[config.mk]
export PLATFORM = sky130hd
export DESIGN_NAME = red_seq
export DESIGN_NICKNAME = d
export VERILOG_FILES = /design/src/red_pkg.sv /design/src/red_seq.sv
export VERILOG_INCLUDE_DIRS = /design/src
export SDC_FILE = /design/constraint.sdc
export NUM_CORES = 1
export LEC_CHECK = 0
export BUFFER_PORTS_ARGS = -buffer_cell sky130_fd_sc_hd__buf_4
export CORE_AREA = 4 4 41 43
export DETAILED_ROUTE_END_ITERATION = 8
export DIE_AREA = 0 0 45 47
export HOLD_SLACK_MARGIN = 0.05
export PLACE_DENSITY = 0.53
export SLEW_MARGIN = 20
export SYNTH_ARGS = -nofsm -noshare
export SYNTH_HDL_FRONTEND = slang
export SYNTH_SLANG_ARGS = --single-unit
export TNS_END_PERCENT = 20
[constraint.sdc]
create_clock -name clk -period 2.02 [get_ports clk]
set_input_delay 0 -clock clk [delete_from_list [all_inputs] [get_ports clk]]
set_output_delay 0 -clock clk [all_outputs]
set_load 0.01 [all_outputs]
[src/red_cfg.svh]
`ifndef RED_CFG_SVH
`define RED_CFG_SVH

// one vector register.
`define RED_VLEN 128

// largest register group.
`define RED_NREGS 4

// scalar operand and result.
`define RED_XLEN 32

// working register is half of a full group.
`define RED_WORK_BITS 256

// level counter for levels 0 to 5.
`define RED_STEP_BITS 3

`endif

[src/red_pkg.sv]
`include "red_cfg.svh"

package red_pkg;

    // codes above OP_MAX mean idle.
    typedef enum logic [2:0] {
        OP_IDLE = 3'd0,
        OP_SUM  = 3'd1,
        OP_MAX  = 3'd2
    } red_op_e;

    typedef enum logic [1:0] {
        SEW_8  = 2'd0,
        SEW_16 = 2'd1,
        SEW_32 = 2'd2
    } red_sew_e;

    typedef enum logic [1:0] {
        LMUL_1 = 2'd0,
        LMUL_2 = 2'd1,
        LMUL_4 = 2'd2
    } red_lmul_e;

    typedef struct packed {
        red_op_e   op;
        red_sew_e  sew;
        red_lmul_e lmul;
    } red_cfg_t;

    // register 1 sits in the low bits.
    typedef struct packed {
        logic [`RED_VLEN-1:0] v4;
        logic [`RED_VLEN-1:0] v3;
        logic [`RED_VLEN-1:0] v2;
        logic [`RED_VLEN-1:0] v1;
    } red_src_t;

    typedef union packed {
        logic [`RED_WORK_BITS/8-1:0][7:0]   b;
        logic [`RED_WORK_BITS/16-1:0][15:0] h;
        logic [`RED_WORK_BITS/32-1:0][31:0] w;
    } red_work_t;

    // log2 of the element count (2 to 6).
    function automatic logic [`RED_STEP_BITS-1:0] red_levels(input red_cfg_t cfg);
        return 3'd4 - {1'b0, cfg.sew} + {1'b0, cfg.lmul};
    endfunction

    function automatic logic [`RED_XLEN-1:0] red_sext(input red_sew_e sew,
                                                      input logic [`RED_XLEN-1:0] x);
        case (sew)
            SEW_8:   return {{(`RED_XLEN-8){x[7]}}, x[7:0]};
            SEW_16:  return {{(`RED_XLEN-16){x[15]}}, x[15:0]};
            default: return x;
        endcase
    endfunction

    function automatic logic [`RED_XLEN-1:0] red_zext(input red_sew_e sew,
                                                      input logic [`RED_XLEN-1:0] x);
        case (sew)
            SEW_8:   return {{(`RED_XLEN-8){1'b0}}, x[7:0]};
            SEW_16:  return {{(`RED_XLEN-16){1'b0}}, x[15:0]};
            default: return x;
        endcase
    endfunction

    // filler for dead lanes. only the low element bits count.
    function automatic logic [`RED_XLEN-1:0] red_identity(input red_op_e op,
                                                          input red_sew_e sew);
        if (op != OP_MAX)
            return '0;
        case (sew)
            SEW_8:   return 32'h0000_0080;
            SEW_16:  return 32'h0000_8000;
            default: return 32'h8000_0000;
        endcase
    endfunction

    // operands come sign-extended. a wins a max tie.
    function automatic logic [`RED_XLEN-1:0] red_combine(input red_op_e op,
                                                         input logic [`RED_XLEN-1:0] a,
                                                         input logic [`RED_XLEN-1:0] b);
        if (op == OP_MAX)
            return ($signed(a) >= $signed(b)) ? a : b;
        return a + b;
    endfunction

endpackage

[src/red_seq.sv]
`timescale 1ns/10ps
`include "red_cfg.svh"

module red_seq (
    input  logic                       clk,
    input  logic                       nrst,
    input  red_pkg::red_cfg_t          cfg,
    output logic [`RED_STEP_BITS-1:0]  level,
    output logic                       busy,
    output logic                       last,
    output logic                       done
);

    import red_pkg::*;

    logic [`RED_STEP_BITS-1:0] n_levels;
    logic                      op_valid;
    logic                      start;
    logic                      active;

    assign n_levels = red_levels(cfg);
    assign op_valid = (cfg.op == OP_SUM) || (cfg.op == OP_MAX);

    // the cycle with done high stays idle and a held code restarts one edge later.
    assign start  = !busy && !done && op_valid;
    assign active = busy || start;
    assign last   = active && (level == n_levels - 1'b1);

    always_ff @(posedge clk)
    begin
        if (!nrst)
        begin
            busy  <= 1'b0;
            level <= '0;
            done  <= 1'b0;
        end
        else
        begin
            done <= last; // one-cycle pulse.
            if (last)
            begin
                busy  <= 1'b0;
                level <= '0;
            end
            else if (active)
            begin
                busy  <= 1'b1;
                level <= level + 1'b1;
            end
        end
    end

endmodule

Yosys cells after proc, flatten, opt, wreduce, memory -nomap -nowiden
Index checks and enable logic that the tools add are counted.
{"block": "totals", "ff_bits": 5, "wordCells": 19}
{"block": "classes", "add_sub_neg": 4, "n_eq_ne": 3, "n_bitwise": 1, "n_reduce_logical": 8}
{"cell": "$add 3x1->3 const B", "count": 1}
{"cell": "$add 3x2->3", "count": 1}
{"cell": "$eq 3x1->1 const B", "count": 1}
{"cell": "$eq 3x2->1 const B", "count": 1}
{"cell": "$eq 3x3->1", "count": 1}
{"cell": "$logic_and 1x1->1", "count": 3}
{"cell": "$sub 3x1->3 const B", "count": 1}
{"cell": "$sub 3x2->3 const A", "count": 1}
{"cell": "$logic_not 1->1", "count": 2}
{"cell": "$logic_or 1x1->1", "count": 2}
{"cell": "$reduce_or 2->1", "count": 1}
{"cell": "$not 1->1", "count": 1}

Logic depth before layout (Yosys ltp)
{"block": "logic_depth", "depth_word": 6, "depth_mapped": 8, "mapped_depth_nobuf": 8}

Worst setup path after synthesis
Ideal clock, no wire load.
{"block": "synth_timing", "path_type": "input-to-reg", "startpoint": "input cfg[2] (netlist bit)", "endpoint": "register level[2]", "setup_ps": 122, "t_arrival_ps": 1193, "setup_slack_ps": 705, "path_stages": 8, "n_path_buf": 0, "cell_sequence": "inv_1 ha_1 inv_1 fa_1 xor2_1 nand3_2 a32oi_1 o21ai_1"}
{"block": "synth_via", "elab_chain_cells": 6}
{"item": "start, declared", "line_no": "red_seq.sv:7", "rtl": "input red_pkg::red_cfg_t cfg,"}
{"item": "$sub 3x2->3", "line_no": "red_pkg.sv:46", "rtl": "return 3'd4 - {1'b0, cfg.sew} + {1'b0, cfg.lmul};"}
{"item": "$add 3x2->3", "line_no": "red_pkg.sv:46"}
{"item": "$sub 3x1->3", "line_no": "red_seq.sv:27", "rtl": "assign last = active && (level == n_levels - 1'b1);"}
{"item": "$eq 3x3->1", "line_no": "red_seq.sv:27"}
{"item": "$logic_and 1x1->1", "line_no": "red_seq.sv:27"}
{"item": "$reduce_or 2->1 (no source line)"}
{"item": "end signal, assigned", "line_no": "red_seq.sv:48", "rtl": "level <= level + 1'b1;"}
{"item": "end, declared", "line_no": "red_seq.sv:8", "rtl": "output logic [`RED_STEP_BITS-1:0] level,"}
No other way between the ends.
A chain may end at the register's enable or synchronous reset.

Worst setup path after layout
{"block": "layout_timing", "startpoint": "input cfg[2] (netlist bit)", "endpoint": "output last"}
{"block": "layout_via", "elab_chain_cells": 5}
{"item": "$sub 3x2->3", "line_no": "red_pkg.sv:46"}
{"item": "$add 3x2->3", "line_no": "red_pkg.sv:46"}
{"item": "$sub 3x1->3", "line_no": "red_seq.sv:27"}
{"item": "$eq 3x3->1", "line_no": "red_seq.sv:27"}
{"item": "$logic_and 1x1->1", "line_no": "red_seq.sv:27"}
{"item": "end, declared", "line_no": "red_seq.sv:10", "rtl": "output logic last,"}
No other way between the ends.

==> metrics <==
TritonCTS buffer count 3; Final Max Tran Viols 0; Post-synth top cells 5 x dfxtp_1, 4 x inv_1, 4 x nor2_1, 3 x xor2_1; share of the synthesized area in the top cell type 32.0%; CTS Root Cell clkbuf_4; pin count of the biggest net entering global routing 8; Fmax 728 MHz; Cells after Synth 33; Hold Fails Final Rpt 0; Max-Cap Viols 0; Post-synth EDFFs 0; Rows 13; grt ovf 0; Critical Path End Type output port; Detail Placement HPWL 526 µm; DRC 0; count leader, synth dfxtp_1; Placer Congestion 0.641; I/O Buffers 14; outcome completed; CTS tree done; synthesized cell area 313 µm²; critical path arrival 1.37 ns; worst-case clock buffer depth 2; DR pass1 iterations 4; Die Span Y 47 µm; Post-Syn Nets 45; initial detailed-routing violation count 4; Slowest cell on crit path fa_1; leakage power figure 0.229 nW; RSZ-0062 raised after global routing false; Core Box Area 0.00130 mm²; worst vdd ir 340 µV; Slew @ Worst Pin 0.265 ns; Vias/cell 4.33; I/O Pins 15; critical-path cell list buf_4, inv_1, ha_1, inv_1, fa_1, xor2_1, nand3_2, nor2_1, buf_4; Worst Path Required 2.02 ns; final period utilization 68.0%; vias post-DR 290; WHS Endpoint done$_SDFF_PN0_; worst clock skew 0.00216 ns; layout cell share with drive strength beyond 1 40.4%; reg2reg start level[0]$_SDFFE_PP0P_; Starting Density 24.0%; Post-CTS Setup Inserts 0; number of routed nets with antenna violations 0; clock input transition at the sequential cells of the worst setup and hold paths 0.04 ns; flop2flop setup slack 0.89 ns; average footprint of a synthesized cell 9.48 µm²; Finish-stage setup viols 0; top_reg_cell synth dfxtp_1; Clk Latency, worst-skew pair 0.24 ns; die width 45 µm; FF+latch count, synth 5; Hold Path Stages 4; Tmin final 1.37 ns; Synth area leaders dfxtp_1 32%, xor2_1 8.4%, ha_1 8.0%; # diodes 0; Max H-tree Level 1; Routed WL 663 µm; Hold Path Origin cfg[6]; Area growth, synth to finish 51.2%; first-pass GRT wire length 1110 µm; crit path launch type input pin; NumNets Final 65; FFs w/ async S/R, synth 0%; largest stage delay on the critical path 0.50 ns; Die ar. 0.00212 mm²; Power Dens Cells 728 mW/mm²; hold slack 0.250 ns; worst hold path type in2reg; end of the worst register-to-register path level[2]$_SDFFE_PP0P_; worst-path fanout max 4; fillers 146; depth of the most critical reg-to-reg path 4; post-route setup TNS 0 ns; GR Util All Layers 7.76%; critical path class in2out; YS warnings 0; vias in the first global route 277; post-DR wirelength/cell 9.90 µm; slew margin rel. 82.3%; sequential cell area fraction in the yosys report 32.0%; initial antenna violation count 0; post-synth cell types 17; CTS sink cnt 5; Yosys top cell by area dfxtp_1
final cells by class:
class	count	area [µm²]	area share, %
multi-input combinational	24	198	41.8
timing repair buffer	15	115	24.3
sequential	5	100	21.2
clock buffer	4	26.3	5.56
tap	15	18.8	3.97
inverter	4	15.0	3.17
sequential cells by signal (all words and copies together), names as in the netlist:
name and count:
busy 1, level 3, done 1
stage by stage:
step / cells / power [mW] / utilization, % / setup WS (ns) / area [µm²]
floorplan: 33 / 0.187 / - / 0.705 / 313
detailed placement: 62 / 0.230 / 33.6 / 0.500 / 437
global route: 67 / 0.375 / 36.3 / 0.457 / 473
CTS: 67 / 0.354 / 36.3 / 0.614 / 473
finish: 67 / 0.345 / 36.3 / 0.646 / 473
global placement: 62 / 0.229 / 33.6 / 0.514 / 437
timing repair:
item,CTS,global route
resized for setup,0,0
hold buffers,1,0
endpoints found under the hold margin,1,0
logic make-up after synthesis:
family / share of synthesized area [%]
XOR/XNOR: 11.2
AO/OA/AOI/OAI: 15.6
buffers and inverters: 4.80
flip-flops: 32.0
AND/OR/NAND/NOR: 22.0
adder cells (fa/ha/maj): 14.4
worst max-delay path by stage:
stage,end,from,cells past startpoint
final,last,cfg[2],9
after global routing,last,cfg[2],9
after CTS,last,cfg[2],9
after detailed placement,level[2]$_SDFFE_PP0P_,cfg[2],9
after global placement,level[2]$_SDFFE_PP0P_,cfg[2],9
after floorplan,level[2]$_SDFFE_PP0P_,cfg[2],8
cells in the final DEF (no fill, tap or decap):
cell,synthesis,layout
buf_4,0,14
dfxtp_1,5,5
inv_1,4,4
nor2_1,4,4
xor2_1,3,3
clkbuf_4,0,3
nand2_1,2,2
o21ai_1,2,2
nand3_1,2,2
ha_1,2,2
a21oi_2,1,1
xnor2_1,1,1
nand3_2,1,1
nand2b_4,1,1
nand3b_1,1,1
a32oi_1,1,1
nor3_1,1,1
o31ai_4,1,1
fa_1,1,1
clkbuf_1,0,1
dlygate4sd3_1,0,1
power breakdown:
group          switching (mW)  leakage, nW  internal [mW]
clock                  0.0421       0.0150         0.0747
combinational          0.0509        0.174         0.0547
sequential             0.0131       0.0408          0.109
total                   0.106        0.229          0.239
critical path: cells and delay by family:
kind | cells | cell delay (ns)
adders and majority gates | 2 | 0.62
buffers and inverters | 4 | 0.32
xor gates and xnor gates | 1 | 0.17
and+or+nand+nor | 2 | 0.26
routing by layer:
layer  vias to the layer above  share of wire (%)  track usage [%]
met2                        12                 46             9.89
li1                        151                  -                -
met3                         4                 10             3.45
met5                         -                  0                0
met4                         0                2.7             7.02
met1                       123                 41             9.61
No activity file was read; power rests on OpenSTA's default activity.
