[config.mk]
export PLATFORM = sky130hd
export DESIGN_NAME = red_tree_level
export DESIGN_NICKNAME = d
export VERILOG_FILES = /design/src/red_pkg.sv /design/src/red_tree_level.sv
export VERILOG_INCLUDE_DIRS = /design/src
export SDC_FILE = /design/constraint.sdc
export NUM_CORES = 2
export LEC_CHECK = 0
export ABC_CLOCK_PERIOD_IN_PS = 5500
export BUFFER_PORTS_ARGS = -buffer_cell sky130_fd_sc_hd__clkbuf_2
export CORE_MARGIN = 8
export CORE_UTILIZATION = 45
export DETAILED_ROUTE_END_ITERATION = 16
export GPL_ROUTABILITY_DRIVEN = 0
export SLEW_MARGIN = 5
export SYNTH_ARGS = -nofsm -noshare
export SYNTH_HDL_FRONTEND = slang
export SYNTH_SLANG_ARGS = --single-unit
[constraint.sdc]
create_clock -name vclk -period 5.5
set_input_delay 1.1 -clock vclk [all_inputs]
set_output_delay 1.1 -clock vclk [all_outputs]
set_load 0.01 [all_outputs]
[src/red_cfg.svh]
`ifndef RED_CFG_SVH
`define RED_CFG_SVH

// one vector register.
`define RED_VLEN 128

// largest register group.
`define RED_NREGS 4

// scalar operand and result.
`define RED_XLEN 32

// working register is half of a full group.
`define RED_WORK_BITS 256

// level counter for levels 0 to 5.
`define RED_STEP_BITS 3

`endif

[src/red_pkg.sv]
`include "red_cfg.svh"

package red_pkg;

    // codes above OP_MAX mean idle.
    typedef enum logic [2:0] {
        OP_IDLE = 3'd0,
        OP_SUM  = 3'd1,
        OP_MAX  = 3'd2
    } red_op_e;

    typedef enum logic [1:0] {
        SEW_8  = 2'd0,
        SEW_16 = 2'd1,
        SEW_32 = 2'd2
    } red_sew_e;

    typedef enum logic [1:0] {
        LMUL_1 = 2'd0,
        LMUL_2 = 2'd1,
        LMUL_4 = 2'd2
    } red_lmul_e;

    typedef struct packed {
        red_op_e   op;
        red_sew_e  sew;
        red_lmul_e lmul;
    } red_cfg_t;

    // register 1 sits in the low bits.
    typedef struct packed {
        logic [`RED_VLEN-1:0] v4;
        logic [`RED_VLEN-1:0] v3;
        logic [`RED_VLEN-1:0] v2;
        logic [`RED_VLEN-1:0] v1;
    } red_src_t;

    typedef union packed {
        logic [`RED_WORK_BITS/8-1:0][7:0]   b;
        logic [`RED_WORK_BITS/16-1:0][15:0] h;
        logic [`RED_WORK_BITS/32-1:0][31:0] w;
    } red_work_t;

    // log2 of the element count (2 to 6).
    function automatic logic [`RED_STEP_BITS-1:0] red_levels(input red_cfg_t cfg);
        return 3'd4 - {1'b0, cfg.sew} + {1'b0, cfg.lmul};
    endfunction

    function automatic logic [`RED_XLEN-1:0] red_sext(input red_sew_e sew,
                                                      input logic [`RED_XLEN-1:0] x);
        case (sew)
            SEW_8:   return {{(`RED_XLEN-8){x[7]}}, x[7:0]};
            SEW_16:  return {{(`RED_XLEN-16){x[15]}}, x[15:0]};
            default: return x;
        endcase
    endfunction

    function automatic logic [`RED_XLEN-1:0] red_zext(input red_sew_e sew,
                                                      input logic [`RED_XLEN-1:0] x);
        case (sew)
            SEW_8:   return {{(`RED_XLEN-8){1'b0}}, x[7:0]};
            SEW_16:  return {{(`RED_XLEN-16){1'b0}}, x[15:0]};
            default: return x;
        endcase
    endfunction

    // filler for dead lanes. only the low element bits count.
    function automatic logic [`RED_XLEN-1:0] red_identity(input red_op_e op,
                                                          input red_sew_e sew);
        if (op != OP_MAX)
            return '0;
        case (sew)
            SEW_8:   return 32'h0000_0080;
            SEW_16:  return 32'h0000_8000;
            default: return 32'h8000_0000;
        endcase
    endfunction

    // operands come sign-extended. a wins a max tie.
    function automatic logic [`RED_XLEN-1:0] red_combine(input red_op_e op,
                                                         input logic [`RED_XLEN-1:0] a,
                                                         input logic [`RED_XLEN-1:0] b);
        if (op == OP_MAX)
            return ($signed(a) >= $signed(b)) ? a : b;
        return a + b;
    endfunction

endpackage

[src/red_tree_level.sv]
`timescale 1ns/10ps
`include "red_cfg.svh"

module red_tree_level #(
    parameter int in_bits = 512
) (
    input  red_pkg::red_cfg_t          cfg,
    input  logic [`RED_STEP_BITS-1:0]  level,
    input  logic [in_bits-1:0]         word_in,
    output red_pkg::red_work_t         word_out
);

    import red_pkg::*;

    logic [2*`RED_WORK_BITS-1:0] ext;
    logic [6:0]                  n_elems;
    logic [6:0]                  live;
    logic [`RED_XLEN-1:0]        ident;
    logic [`RED_XLEN-1:0]        lo;
    logic [`RED_XLEN-1:0]        hi;
    logic [`RED_XLEN-1:0]        res;

    always_comb
    begin
        ext = '0;
        ext[in_bits-1:0] = word_in;
        n_elems = 7'd1 << red_levels(cfg);
        live = n_elems >> (level + 1'b1); // pairs still holding data.
        ident = red_identity(cfg.op, cfg.sew);
        word_out = '0;
        lo = '0;
        hi = '0;
        res = '0;

        case (cfg.sew)
            SEW_8:
            begin
                for (int i = 0; i < `RED_WORK_BITS/8; i++)
                begin
                    lo = red_sext(cfg.sew, {{(`RED_XLEN-8){1'b0}}, ext[16*i +: 8]});
                    hi = red_sext(cfg.sew, {{(`RED_XLEN-8){1'b0}}, ext[16*i+8 +: 8]});
                    res = (i < live) ? red_combine(cfg.op, lo, hi) : ident;
                    word_out.b[i] = res[7:0];
                end
            end
            SEW_16:
            begin
                for (int i = 0; i < `RED_WORK_BITS/16; i++)
                begin
                    lo = red_sext(cfg.sew, {{(`RED_XLEN-16){1'b0}}, ext[32*i +: 16]});
                    hi = red_sext(cfg.sew, {{(`RED_XLEN-16){1'b0}}, ext[32*i+16 +: 16]});
                    res = (i < live) ? red_combine(cfg.op, lo, hi) : ident;
                    word_out.h[i] = res[15:0];
                end
            end
            default:
            begin
                for (int i = 0; i < `RED_WORK_BITS/32; i++)
                begin
                    lo = ext[64*i +: 32];
                    hi = ext[64*i+32 +: 32];
                    res = (i < live) ? red_combine(cfg.op, lo, hi) : ident;
                    word_out.w[i] = res;
                end
            end
        endcase
    end

endmodule

== Word level (Yosys, flattened, before mapping) ==
Index checks and enable logic that the tools add are counted.
W data, S select, Z words.

* Input bits: 522
* Register bits after elaboration: 0
* Output and inout bits: 256
* Logic and storage cells: 483

* Reductions and logical operators: 2
* Muxes and demuxes: 329
* Equal/unequal tests: 3
* $add $sub $neg: 59
* Order comparisons: 88
* Shifts and indexed selects: 2

{| class="wikitable"
|+ Operators with widths
! cell !! count
|-
| $mux W32 || 130
|-
| $ge A32 B32 Y1 || 56
|-
| $mux W16 || 64
|-
| $mux W8 || 128
|-
| $pmux W256 S2 || 1
|-
| $add A16 B16 Y16 || 16
|-
| $add A32 B32 Y32 || 8
|-
| $add A8 B8 Y8 || 32
|-
| $lt A5 B7 Y1 const A || 16
|-
| $pmux W32 S2 || 1
|-
| $lt A4 B7 Y1 const A || 8
|-
| $lt A3 B7 Y1 const A || 4
|-
| $lt A1 B7 Y1 const A || 2
|-
| $lt A2 B7 Y1 const A || 2
|-
| $shl A1 B3 Y7 const A || 1
|-
| $shr A7 B3 Y7 || 1
|-
| $mux W1 || 5
|-
| $add A3 B1 Y3 const B || 1
|-
| $add A3 B2 Y3 || 1
|-
| $eq A3 B2 Y1 const B || 1
|-
| $ne A3 B2 Y1 const B || 1
|-
| $sub A3 B2 Y3 const A || 1
|-
| $eq A2 B1 Y1 const B || 1
|-
| $logic_not A2 Y1 || 1
|-
| $reduce_or A2 Y1 || 1
|}

== Logic depth before layout (Yosys ltp) ==
* Word-level depth: 8
* Depth in mapped cells: 16

== Worst setup path after synthesis ==
Ideal clock, no wire load.

* Path type: input port to output port
* From: input cfg[0] (netlist bit)
* To: output word_out[101] (netlist bit)
* Setup slack: 0.370 ns
* Buffers on the path: 3
* Cell stages on the path: 11
* Data arrival time: 4.030 ns
* Path through: inv_1 ha_1 fa_1 clkbuf_1 or2_2 nand2_1 nor4_2 nand2_1 clkbuf_1 clkbuf_1 o311ai_0

{| class="wikitable"
|+ RTL lines
! item !! line !! source
|-
| from (decl) || red_tree_level.sv:7 || <nowiki>input red_pkg::red_cfg_t cfg,</nowiki>
|-
| to (decl) || red_tree_level.sv:10 || <nowiki>output red_pkg::red_work_t word_out</nowiki>
|}

==> summary.md <==
| Metric | Value |
|---|---|
| Fin crit share | 104% |
| Die footprint | between 0.15 and 0.2 mm^2 |
| Mapped Area | about 0.066 mm^2 |
| Row count | 140 |
| Seq/Total Area, Yosys | 0% |
| Drt wl/cell | 24.9 um |
| IO Port Bufs | 778 |
| Post-Syn Instances | 9707 |
| DRC Markers | 0 |
| RSZ-0062 raised after global routing | true |
| Layout Nets | 13400 |
| Worst setup margin | -0.234 ns |
| DRT antenna net count | 0 |
| Hold crit path type | input port to output pin |
| Outcome | finished, violations left |
| Total power | 10.4 mW |
| Post-synthesis cell type count | 110 |
| Total grt overflow | 0 |
| Layout fillers | 14300 |
| Yosys warns | 0 |
| Avg Cell Area, Syn | around 6.8 um^2 |
| Pin count of the biggest net entering global routing | 89 |
| Power density over the cells | approximately 130 mW/mm^2 |
| Multi-input logic area | 0.0628 mm^2 |
| Hold Violations, Final | 0 |
| Core ar. | 0.146 mm^2 |
| Clock buffer count | 0 |
| CP required | 4.40 ns |
| Iter 0 DRT Violations | 9313 |
| Vias in the first global route | 78700 |
| Design Area, Final | around 0.083 mm^2 |
| Worst-path fanout max | 6 |
| Drt first pass iters | 9 |
| Final setup viols | 6 |
| Slew Limit Headroom | 44.0% |
| Max VDD drop | 0.0806 mV |
| Critical path data arrival time | 4.63 ns |
| Shortest period the worst path allows | 5.73 ns |
| Vias | around 83000 |
| Via density | 6.24 |
| WL final | between 300000 and 400000 um |
| Slew at the pin with the worst max-slew slack | 0.829 ns |
| Critical path class | input port to output pin |
| Antenna violations before repair | 45 |
| LEAKAGE | between 40 and 50 nW |
| Syn nets | about 12000 |
| Max-cap violations | 0 |
| Register area | 0 um^2 |
| Initial core utilization | 45.4% |
| CP Launch Type | input port |
| Failing checks | setup timing |
| Die Span X | 400 um |
| Die H | 400 um |
| First-pass GRT wire length | 482000 um |
| Final HPWL DP | 273000 um |
| Hold-fix buffer count after cts | 0 |
| Fin. max-slew vios | 0 |
| Fmax | about 170 MHz |
| Placed cell area | between 0.08 and 0.09 mm^2 |
| Layout cells sized above 1 | a little over a fifth |
| Total GRT Usage | 38.4% |
| Area Overhead vs Synth | 25.9% |
| I/O Pins | 778 |
| CP endpoint kind | output pin |
| Seq cells | 0 |
-- cell usage in the layout, fill, tap and decap left out, types with 109 or more instances in the layout --
cell type and count:
mux2i_1 357, nor3_1 138, ha_1 1457, nor2b_1 109
nor2_1 1130, nand2_1 533, clkbuf_2 745, buf_4 1170
nand2b_1 152, o211ai_1 214, a21oi_1 1180, inv_1 937
o21ai_0 620, o21bai_1 207, o22ai_1 115, xnor2_1 428
xor2_1 170
-- logic make-up after synthesis --
kind of cell | Yosys count | synth area share [%]
simple gates | 2511 | 17.2
fa+ha+maj | 1539 | 29.7
mux | 370 | 5.63
compound gates | 3350 | 31.9
buf+inv | 1337 | 7.66
xor+xnor | 600 | 7.94
-- worst max-delay path: stages --
cell and delay (ns):
clkbuf_4 0.15, buf_6 0.16, ha_4 0.18, buf_4 0.15
nor3_1 0.30, a21boi_2 0.12, o41a_1 0.48, nor4_2 0.21
o22ai_2 0.16, and3_4 0.19, a311oi_4 0.37, o21ai_2 0.11
xnor2_1 0.13, o211ai_1 0.55, buf_2 0.25
-- layout make-up --
cell class	count	area share (%)
Multi-Input combinational cell	8371	75.3
Timing Repair Buffer	2044	17.5
Inverter	946	4.26
Tap cell	1917	2.88
Antenna cell	38	0.114
-- metal layers --
layer  GRT usage (%)  vias up  routed length, um
met3            7.81     1210              38500
met4            22.0       14              23500
li1                -    38200                  -
met5               0        -                 84
met1            49.6    38600             130000
met2            59.3     5024             140000
-- where the power goes --
part,switching (mW),leakage (nW),internal [mW],total (mW)
combinational,6.19,41.2,4.26,10.4
sequential,0,0,0,0
clock,0,0.000238,0.000000968,0.000000968
-- synthesized netlist by cell type, types with 66 or more instances --
| cell | n | area (um^2) |
|---|---|---|
| a211oi_1 | 102 | 766 |
| a21o_1 | 97 | 728 |
| a21oi_1 | 1207 | 6040 |
| a221oi_1 | 94 | 823 |
| a31oi_1 | 69 | 432 |
| clkbuf_1 | 331 | 1240 |
| ha_1 | 1482 | 18500 |
| inv_1 | 945 | 3550 |
| mux2i_1 | 359 | 3590 |
| nand2_1 | 549 | 2060 |
| nand2b_1 | 153 | 957 |
| nand3_1 | 84 | 420 |
| nand4_1 | 66 | 413 |
| nor2_1 | 1148 | 4310 |
| nor2b_1 | 114 | 713 |
| nor3_1 | 148 | 741 |
| o211ai_1 | 214 | 1610 |
| o21ai_0 | 650 | 3250 |
| o21bai_1 | 207 | 1550 |
| o221ai_1 | 111 | 972 |
| o22ai_1 | 120 | 751 |
| o31ai_1 | 92 | 691 |
| xnor2_1 | 430 | 3770 |
| xor2_1 | 170 | 1490 |
-- what timing repair did --
item	CTS	global route
resized for setup	62	309
gates cloned	1	5
setup endpoints to repair	37	170
buffers inserted	20	45
pin swaps	30	108
-- through the flow --
stage / utilization (%) / setup TNS (ns) / worst slack [ns] / hold WS [ns] / instances
floorplan: - / 0 / 0.370 / 2.40 / 9707
detailed placement: 55.6 / -4.86 / -0.514 / 2.78 / 13200
global route: 57.1 / -1.24 / -0.265 / 2.84 / 13300
CTS: 55.9 / -0.199 / -0.132 / 2.78 / 13200
global placement: 55.6 / -4.78 / -0.575 / 2.79 / 13200
finish: 57.1 / -0.726 / -0.234 / 2.79 / 13300
-- path summary, 6_finish.rpt --
path / start / endpoint / slack (ns) / depth (start not counted)
setup / recovery: word_in[294] / word_out[158] / -0.23 / 15
hold / removal: word_in[60] / word_out[28] / 2.79 / 6
Power figures use the tool's default switching activity.
