==> src/red_cfg.svh <==
`ifndef RED_CFG_SVH
`define RED_CFG_SVH

// one vector register.
`define RED_VLEN 128

// largest register group.
`define RED_NREGS 4

// scalar operand and result.
`define RED_XLEN 32

// working register is half of a full group.
`define RED_WORK_BITS 256

// level counter for levels 0 to 5.
`define RED_STEP_BITS 3

`endif

==> src/red_pkg.sv <==
`include "red_cfg.svh"

package red_pkg;

    // codes above OP_MAX mean idle.
    typedef enum logic [2:0] {
        OP_IDLE = 3'd0,
        OP_SUM  = 3'd1,
        OP_MAX  = 3'd2
    } red_op_e;

    typedef enum logic [1:0] {
        SEW_8  = 2'd0,
        SEW_16 = 2'd1,
        SEW_32 = 2'd2
    } red_sew_e;

    typedef enum logic [1:0] {
        LMUL_1 = 2'd0,
        LMUL_2 = 2'd1,
        LMUL_4 = 2'd2
    } red_lmul_e;

    typedef struct packed {
        red_op_e   op;
        red_sew_e  sew;
        red_lmul_e lmul;
    } red_cfg_t;

    // register 1 sits in the low bits.
    typedef struct packed {
        logic [`RED_VLEN-1:0] v4;
        logic [`RED_VLEN-1:0] v3;
        logic [`RED_VLEN-1:0] v2;
        logic [`RED_VLEN-1:0] v1;
    } red_src_t;

    typedef union packed {
        logic [`RED_WORK_BITS/8-1:0][7:0]   b;
        logic [`RED_WORK_BITS/16-1:0][15:0] h;
        logic [`RED_WORK_BITS/32-1:0][31:0] w;
    } red_work_t;

    // log2 of the element count (2 to 6).
    function automatic logic [`RED_STEP_BITS-1:0] red_levels(input red_cfg_t cfg);
        return 3'd4 - {1'b0, cfg.sew} + {1'b0, cfg.lmul};
    endfunction

    function automatic logic [`RED_XLEN-1:0] red_sext(input red_sew_e sew,
                                                      input logic [`RED_XLEN-1:0] x);
        case (sew)
            SEW_8:   return {{(`RED_XLEN-8){x[7]}}, x[7:0]};
            SEW_16:  return {{(`RED_XLEN-16){x[15]}}, x[15:0]};
            default: return x;
        endcase
    endfunction

    function automatic logic [`RED_XLEN-1:0] red_zext(input red_sew_e sew,
                                                      input logic [`RED_XLEN-1:0] x);
        case (sew)
            SEW_8:   return {{(`RED_XLEN-8){1'b0}}, x[7:0]};
            SEW_16:  return {{(`RED_XLEN-16){1'b0}}, x[15:0]};
            default: return x;
        endcase
    endfunction

    // filler for dead lanes. only the low element bits count.
    function automatic logic [`RED_XLEN-1:0] red_identity(input red_op_e op,
                                                          input red_sew_e sew);
        if (op != OP_MAX)
            return '0;
        case (sew)
            SEW_8:   return 32'h0000_0080;
            SEW_16:  return 32'h0000_8000;
            default: return 32'h8000_0000;
        endcase
    endfunction

    // operands come sign-extended. a wins a max tie.
    function automatic logic [`RED_XLEN-1:0] red_combine(input red_op_e op,
                                                         input logic [`RED_XLEN-1:0] a,
                                                         input logic [`RED_XLEN-1:0] b);
        if (op == OP_MAX)
            return ($signed(a) >= $signed(b)) ? a : b;
        return a + b;
    endfunction

endpackage

==> src/red_acc.sv <==
`timescale 1ns/10ps
`include "red_cfg.svh"

module red_acc (
    input  logic                       clk,
    input  logic                       nrst,
    input  red_pkg::red_cfg_t          cfg,
    input  logic [`RED_STEP_BITS-1:0]  level,
    input  logic                       last,
    input  red_pkg::red_work_t         first_word,
    input  red_pkg::red_work_t         next_word,
    input  logic [`RED_XLEN-1:0]       scalar,
    output red_pkg::red_work_t         work,
    output logic [`RED_XLEN-1:0]       result
);

    import red_pkg::*;

    red_work_t            work_d;
    logic [`RED_XLEN-1:0] elem0;
    logic [`RED_XLEN-1:0] merged;

    always_comb
    begin
        work_d = (level == '0) ? first_word : next_word;
        elem0  = red_sext(cfg.sew, work_d.w[0]); // element 0 lives in the low bits.

        // scalar goes first so that it wins a tie.
        merged = red_combine(cfg.op, red_sext(cfg.sew, scalar), elem0);
    end

    always_ff @(posedge clk)
    begin
        work <= work_d;
    end

    always_ff @(posedge clk)
    begin
        if (!nrst)
            result <= '0;
        else if (last)
            result <= red_zext(cfg.sew, merged); // upper bits zero.
    end

endmodule

==> config.mk <==
export PLATFORM = sky130hd
export DESIGN_NAME = red_acc
export DESIGN_NICKNAME = d
export VERILOG_FILES = /design/src/red_pkg.sv /design/src/red_acc.sv
export VERILOG_INCLUDE_DIRS = /design/src
export SDC_FILE = /design/constraint.sdc
export NUM_CORES = 1
export LEC_CHECK = 0
export ABC_AREA = 0
export CAP_MARGIN = 20
export CELL_PAD_IN_SITES_DETAIL_PLACEMENT = 0
export CELL_PAD_IN_SITES_GLOBAL_PLACEMENT = 2
export CORE_AREA = 2 2 325 327
export CTS_CLUSTER_DIAMETER = 200
export DETAILED_ROUTE_END_ITERATION = 10
export DIE_AREA = 0 0 327 329
export DONT_BUFFER_PORTS = 1
export PLACE_DENSITY_LB_ADDON = 0.08
export SYNTH_ARGS = -nofsm -noshare
export SYNTH_HDL_FRONTEND = slang
export SYNTH_SLANG_ARGS = --single-unit
==> constraint.sdc <==
create_clock -name clk -period 3.3 [get_ports clk]
set_input_delay 0.165 -clock clk [delete_from_list [all_inputs] [get_ports clk]]
set_output_delay 0.165 -clock clk [all_outputs]
set_load 0.1 [all_outputs]
# Word level (Yosys, flattened, before mapping)
# Index checks and enable logic that the tools add are counted.
dict set report totals {
  regBits 288
  inputBits 557
  output_inout_bits 288
  word_cells 16
}
dict set report classes {
  add_sub_neg 1
  order_cmp 1
  n_eq_ne 2
  mux 8
  reduce_logical 2
}
# cell n
set op_table {}
lappend op_table {{$mux W256} 1}
lappend op_table {{$pmux W32 S2} 3}
lappend op_table {{$mux W32} 3}
lappend op_table {{$add A32 B32 Y32} 1}
lappend op_table {{$ge A32 B32 Y1} 1}
lappend op_table {{$eq A3 B2 Y1 const B} 1}
lappend op_table {{$logic_not A3 Y1} 1}
lappend op_table {{$eq A2 B1 Y1 const B} 1}
lappend op_table {{$logic_not A2 Y1} 1}
lappend op_table {{$mux W1} 1}

# Logic depth before layout (Yosys ltp)
dict set report logic_depth {
  depth_word 8
  mapped_depth 19
  depth_no_buf 16
}

# Least setup slack after synthesis
# No wires, ideal clock.
dict set report synth_path {
  path_type {input to register}
  start {input port level[1]}
  end {register result[30]}
  setup_time_ns 0.125
  t_arrival_ns 3.435
  required_time_ns 3.175
  path_slack_ns -0.260
  path_stages 17
  n_path_buf 2
  cell_sequence {nor3_2 > mux2_2 > inv_2 > mux2i_1 > nor2_2 > buf_2 > a21oi_1 > ha_1 > clkbuf_1 > nor3b_1 > nand4_1 > nor2_1 > o31ai_2 > o211ai_2 > mux2_2 > a221oi_2 > nand3b_1}
}
dict set report synth_via {
  elab_chain_cells 8
  word_cells_on_any_way 9
  classes_between {add/sub (1); order compare (1); mux (6); reduce/logical (1)}
}
# item line_no
set synth_lines {}
lappend synth_lines {{from (decl)} red_acc.sv:8} ;# input logic [`RED_STEP_BITS-1:0] level,
lappend synth_lines {{$logic_not A3 Y1 *} red_acc.sv:25} ;# work_d = (level == '0) ? first_word : next_word;
lappend synth_lines {{$mux W256 *} red_acc.sv:25}
lappend synth_lines {{$pmux W32 S2 *} red_pkg.sv:51} ;# case (sew)
lappend synth_lines {{named net elem0[7]} red_acc.sv:20} ;# logic [`RED_XLEN-1:0] elem0;
lappend synth_lines {{$ge A32 B32 Y1} red_pkg.sv:84} ;# return ($signed(a) >= $signed(b)) ? a : b;
lappend synth_lines {{$mux W32} red_pkg.sv:84}
lappend synth_lines {{$mux W32} red_pkg.sv:83} ;# if (op == OP_MAX)
lappend synth_lines {{$mux W32 *} red_pkg.sv:85} ;# return a + b;
lappend synth_lines {{$pmux W32 S2 *} red_pkg.sv:60} ;# case (sew)
lappend synth_lines {{to (signal assigned)} red_acc.sv:42} ;# result <= red_zext(cfg.sew, merged);
lappend synth_lines {{to (decl)} red_acc.sv:14} ;# output logic [`RED_XLEN-1:0] result
# Mark *: on every way through the listed nets, which the timed path passes. The rest lies on a longest branch. The select of a mux whose other input is x is not followed.
# A chain may end at the register's enable or synchronous reset.

# Final worst setup path
dict set report layout_path {
  start {input port level[2]}
  end {register result[17]}
}
# Same word-level chain as after synthesis.

==> results.yml <==
outcome:
  outcome: "complete, but fails checks"
  violations: "setup timing"
sta:
  fmaxAchievable_ghz: 0.299
  setup_violations: 6
  period_needed_ns: 3.34
  min_period_over_period: 1.01
  hold_violations: 0
  finalClockSkew_ns: 0
  worst_pin_slew_ns: 1.23
  grt_setup_unrepaired: "true"
  slew_violations: 0
  finalWorstSetupSlack_ns: -0.0432
  maxSlewHeadroom: 0.181
setup_path:
  path_class: "in2reg"
  worstPathArrival_ns: 3.82
  cp_max_fo: 8
  slowest_stage: "or3b_1"
  slowest_delay_ns: 0.36
  worst_setup_path_end_kind: "flop"
  start_kind: "input pin"
  r2r-start: "result[0]"
  crit_top_cell: "buf_12"
  cp.required_ns: 3.78
  worstSetupStartpoint: "level[2]"
  cp_cell_sequence: "nor3_4 > buf_12 > mux2_4 > inv_4 > mux2i_4 > nor2_4 > buf_12 > buf_12 > a21oi_4 > buf_6 > inv_4 > ha_4 > or3b_1 > a221o_1 > o21ai_4 > o211ai_4 > buf_6 > buf_16 > mux2_4 > a22oi_1 > o21ai_1"
die:
  die_h_um: 329
  die_area_um2: 108000
  fp-row-count: 119
  start_util: 0.123
  fp.dieW_um: 327
  core-area_um2: 104000
  io_pins: 845
placement:
  dp_slack_ns: -1.27
  dp_hpwl_mm: 76.8
  dpl_cell_area_um2: 16500
  port_buffers: 0
  place_inst: 2791
  gp_congestion: 0.981
synthesis:
  synthAdderAreaFrac: 0.0630
  synth_top_family_by_area: "multiplexers"
  ys.flop_type: "dfxtp_1"
  ys_types: 73
  synthXorXnorAreaFrac: 0.0171
  synth_simple_gate_area_frac: 0.0582
  yosysTopAreaCell: "dfxtp_1"
  synth_nets: 1806
  synth_compound_area_frac: 0.117
  synthMuxAreaShare: 0.248
  synth_top_area_share: 0.450
  synth-seq-cells: 288
  avgSynthCellArea_um2: 10.8
  postSynthCellCount: 1185
  async_reset_ff_frac: 0
  yosys_warnings: 0
  synth-edff-count: 0
  synth_area_um2: 12800
  ys_top_cells_by_area: "dfxtp_1 (45%), mux2_2 (21%), ha_1 (6.1%), a21oi_1 (2.7%), mux2i_1 (2.3%)"
  synth-seq-area-share: 0.450
route:
  routedWlPerCell_um: 28.0
  routed_wl_mm: 96.3
  drc_errors: 0
  ant_nets: 0
  drt_iter0_markers: 372
  vias: 12600
  drt_first_pass_iters: 7
  viasPerCell: 3.65
grt:
  grt.total_usage: 0.172
  grt_max_degree: 49
  gr-total-overflow: 0
  grt_pass1_wl_mm: 125
  grt_pass1_vias: 13800
  antenna_found_initial: 31
clock_tree:
  cts.sinks: 288
  clk_latency_ns: 0.60
  path_clk_slew_ns: 0.07
  cts_tree: "built"
  cts_buffer_depth: 3
  cts_made_buffers: 42
  cts_root_buffer: "clkbuf_16"
  h-tree-depth: 2
layout:
  drive_above_1_share: 0.353
  fin_util: 0.233
  fillers: 11200
  fin_area_um2: 24300
  multiInputGateArea_um2: 7160
  nets: 2629
  fin_cells: 3435
  ff_latch_area_um2: 5770
  area_growth_pct: 89.8
power_and_ir_drop:
  p_int_mw: 8.32
  comb_power_share: 0.272
  clock_power_share: 0.340
  powerDensity_nw_per_um2: 573
  p_sw_mw: 5.64
  ir_drop_v: 0.000328
  p_leak_nw: 9.84
  netSwitchingFraction: 0.404
  finalPower_mw: 14.0
  p_seq_frac: 0.388
hold_path:
  holdCritStartpoint: "last"
  worst_hold_path_type: "in2reg"
run:
  drv_cap: 0
## synthesized netlist by cell type (4+ instances only)
library cell	count
a21o_1	12
a21oi_1	70
a221o_1	4
a22oi_1	17
a31oi_1	8
and2_1	4
buf_1	8
buf_2	33
clkbuf_1	20
dfxtp_1	288
ha_1	63
inv_1	71
inv_2	4
mux2_1	5
mux2_2	235
mux2_4	12
mux2i_1	30
nand2_1	41
nand2b_1	8
nand3_1	10
nand4_1	6
nor2_1	41
nor2b_1	6
nor3_1	10
o211ai_1	7
o21a_1	19
o21ai_0	33
o21ai_1	23
o21bai_1	6
or3_1	5
xnor2_1	21
xor2_1	4
## flip-flops by register name (all words and copies together) (netlist names)
signal,count
work,256
result,32
## cell usage in the layout, fill, tap and decap left out, types with 6 or more instances in the layout
master / n
diode_2: 7
ha_1: 44
mux2_2: 232
xnor2_1: 21
a22oi_2: 6
dlygate4sd3_1: 534
ha_4: 17
nand2b_1: 7
o211ai_1: 7
clkbuf_1: 7
dfxtp_1: 288
a21oi_1: 49
nand3_1: 9
o21ai_0: 30
o21a_1: 19
a22oi_1: 11
buf_4: 282
a21o_1: 12
inv_1: 70
o21ai_1: 24
nand2_1: 41
nand4_1: 6
a31oi_1: 8
mux2_4: 16
nor2_1: 38
mux2i_1: 19
mux2i_4: 8
a21oi_2: 16
clkbuf_16: 43
nor3_1: 9
clkinv_2: 6
buf_12: 14
buf_6: 8
## worst max-delay path, delay by kind of cell
kind | cells | cell delay, ns
buf+inv | 8 | 1.00
fa+ha+maj | 1 | 0.14
mux | 3 | 0.68
compound gates | 6 | 1.02
simple gates | 3 | 0.78
## timing repair
item / 4_1_cts / 5_1_grt
hold buffers: 534 / 0
gates cloned: 5 / 0
pin swaps: 30 / 34
buffers inserted: 24 / 4
gates resized for setup: 92 / 49
endpoints found under the hold margin: 271 / 0
endpoints found under the setup margin: 32 / 32
## cell families (layout without fill, tap and decap cells)
logic type / Yosys count / count (layout)
multiplexers: 282 / 282
AO/OA/AOI/OAI: 234 / 234
other: 0 / 7
buffers and inverters: 141 / 993
AND/OR/NAND/NOR: 151 / 151
adder cells (fa/ha/maj): 64 / 64
flip-flops: 288 / 288
XOR/XNOR: 25 / 25
## final timing paths
path	slack [ns]	cells after the start	end
hold reg to reg	0.51	1	result[25]
hold / removal	0.06	2	result[14]
setup reg to reg	1.39	3	result[0]
setup / recovery	-0.04	21	result[17]
## power groups by stage
stage                     clock network [mW]  logic, mW  registers [mW]
after floorplan                            0       1.18            5.88
after global placement                     0       2.95            5.53
after detailed placement                   0       2.93            5.51
after CTS                               5.00       3.79            5.45
after global routing                    5.08       4.06            5.44
final                                   4.74       3.79            5.42
## cell type report
type | count | area share
diodes | 7 | 0.000720
clock buffers | 52 | 0.0468
clock inverters | 21 | 0.0100
inverters | 76 | 0.0119
multi-input cells | 756 | 0.294
flip-flops and latches | 288 | 0.237
well taps | 1391 | 0.0715
repair buffers | 844 | 0.328
## layer usage
layer,routed length [um],part of all wire,global-route usage,vias up
li1,-,-,-,5834
met1,39600,0.41,0.202,6050
met2,46200,0.48,0.294,526
met3,6950,0.072,0.0558,130
met4,3450,0.036,0.0561,12
met5,82,0.00085,0,-
## through the flow
stage          setup TNS, ns  hold slack (ns)
6_report              -0.172           0.0626
5_1_grt                -2.23           0.0314
4_1_cts               -0.674          0.00603
3_5_place_dp          -37.13            0.294
3_3_place_gp          -39.70            0.291
2_1_floorplan              0            0.297
Note: power is estimated with default switching activity, not from simulation.
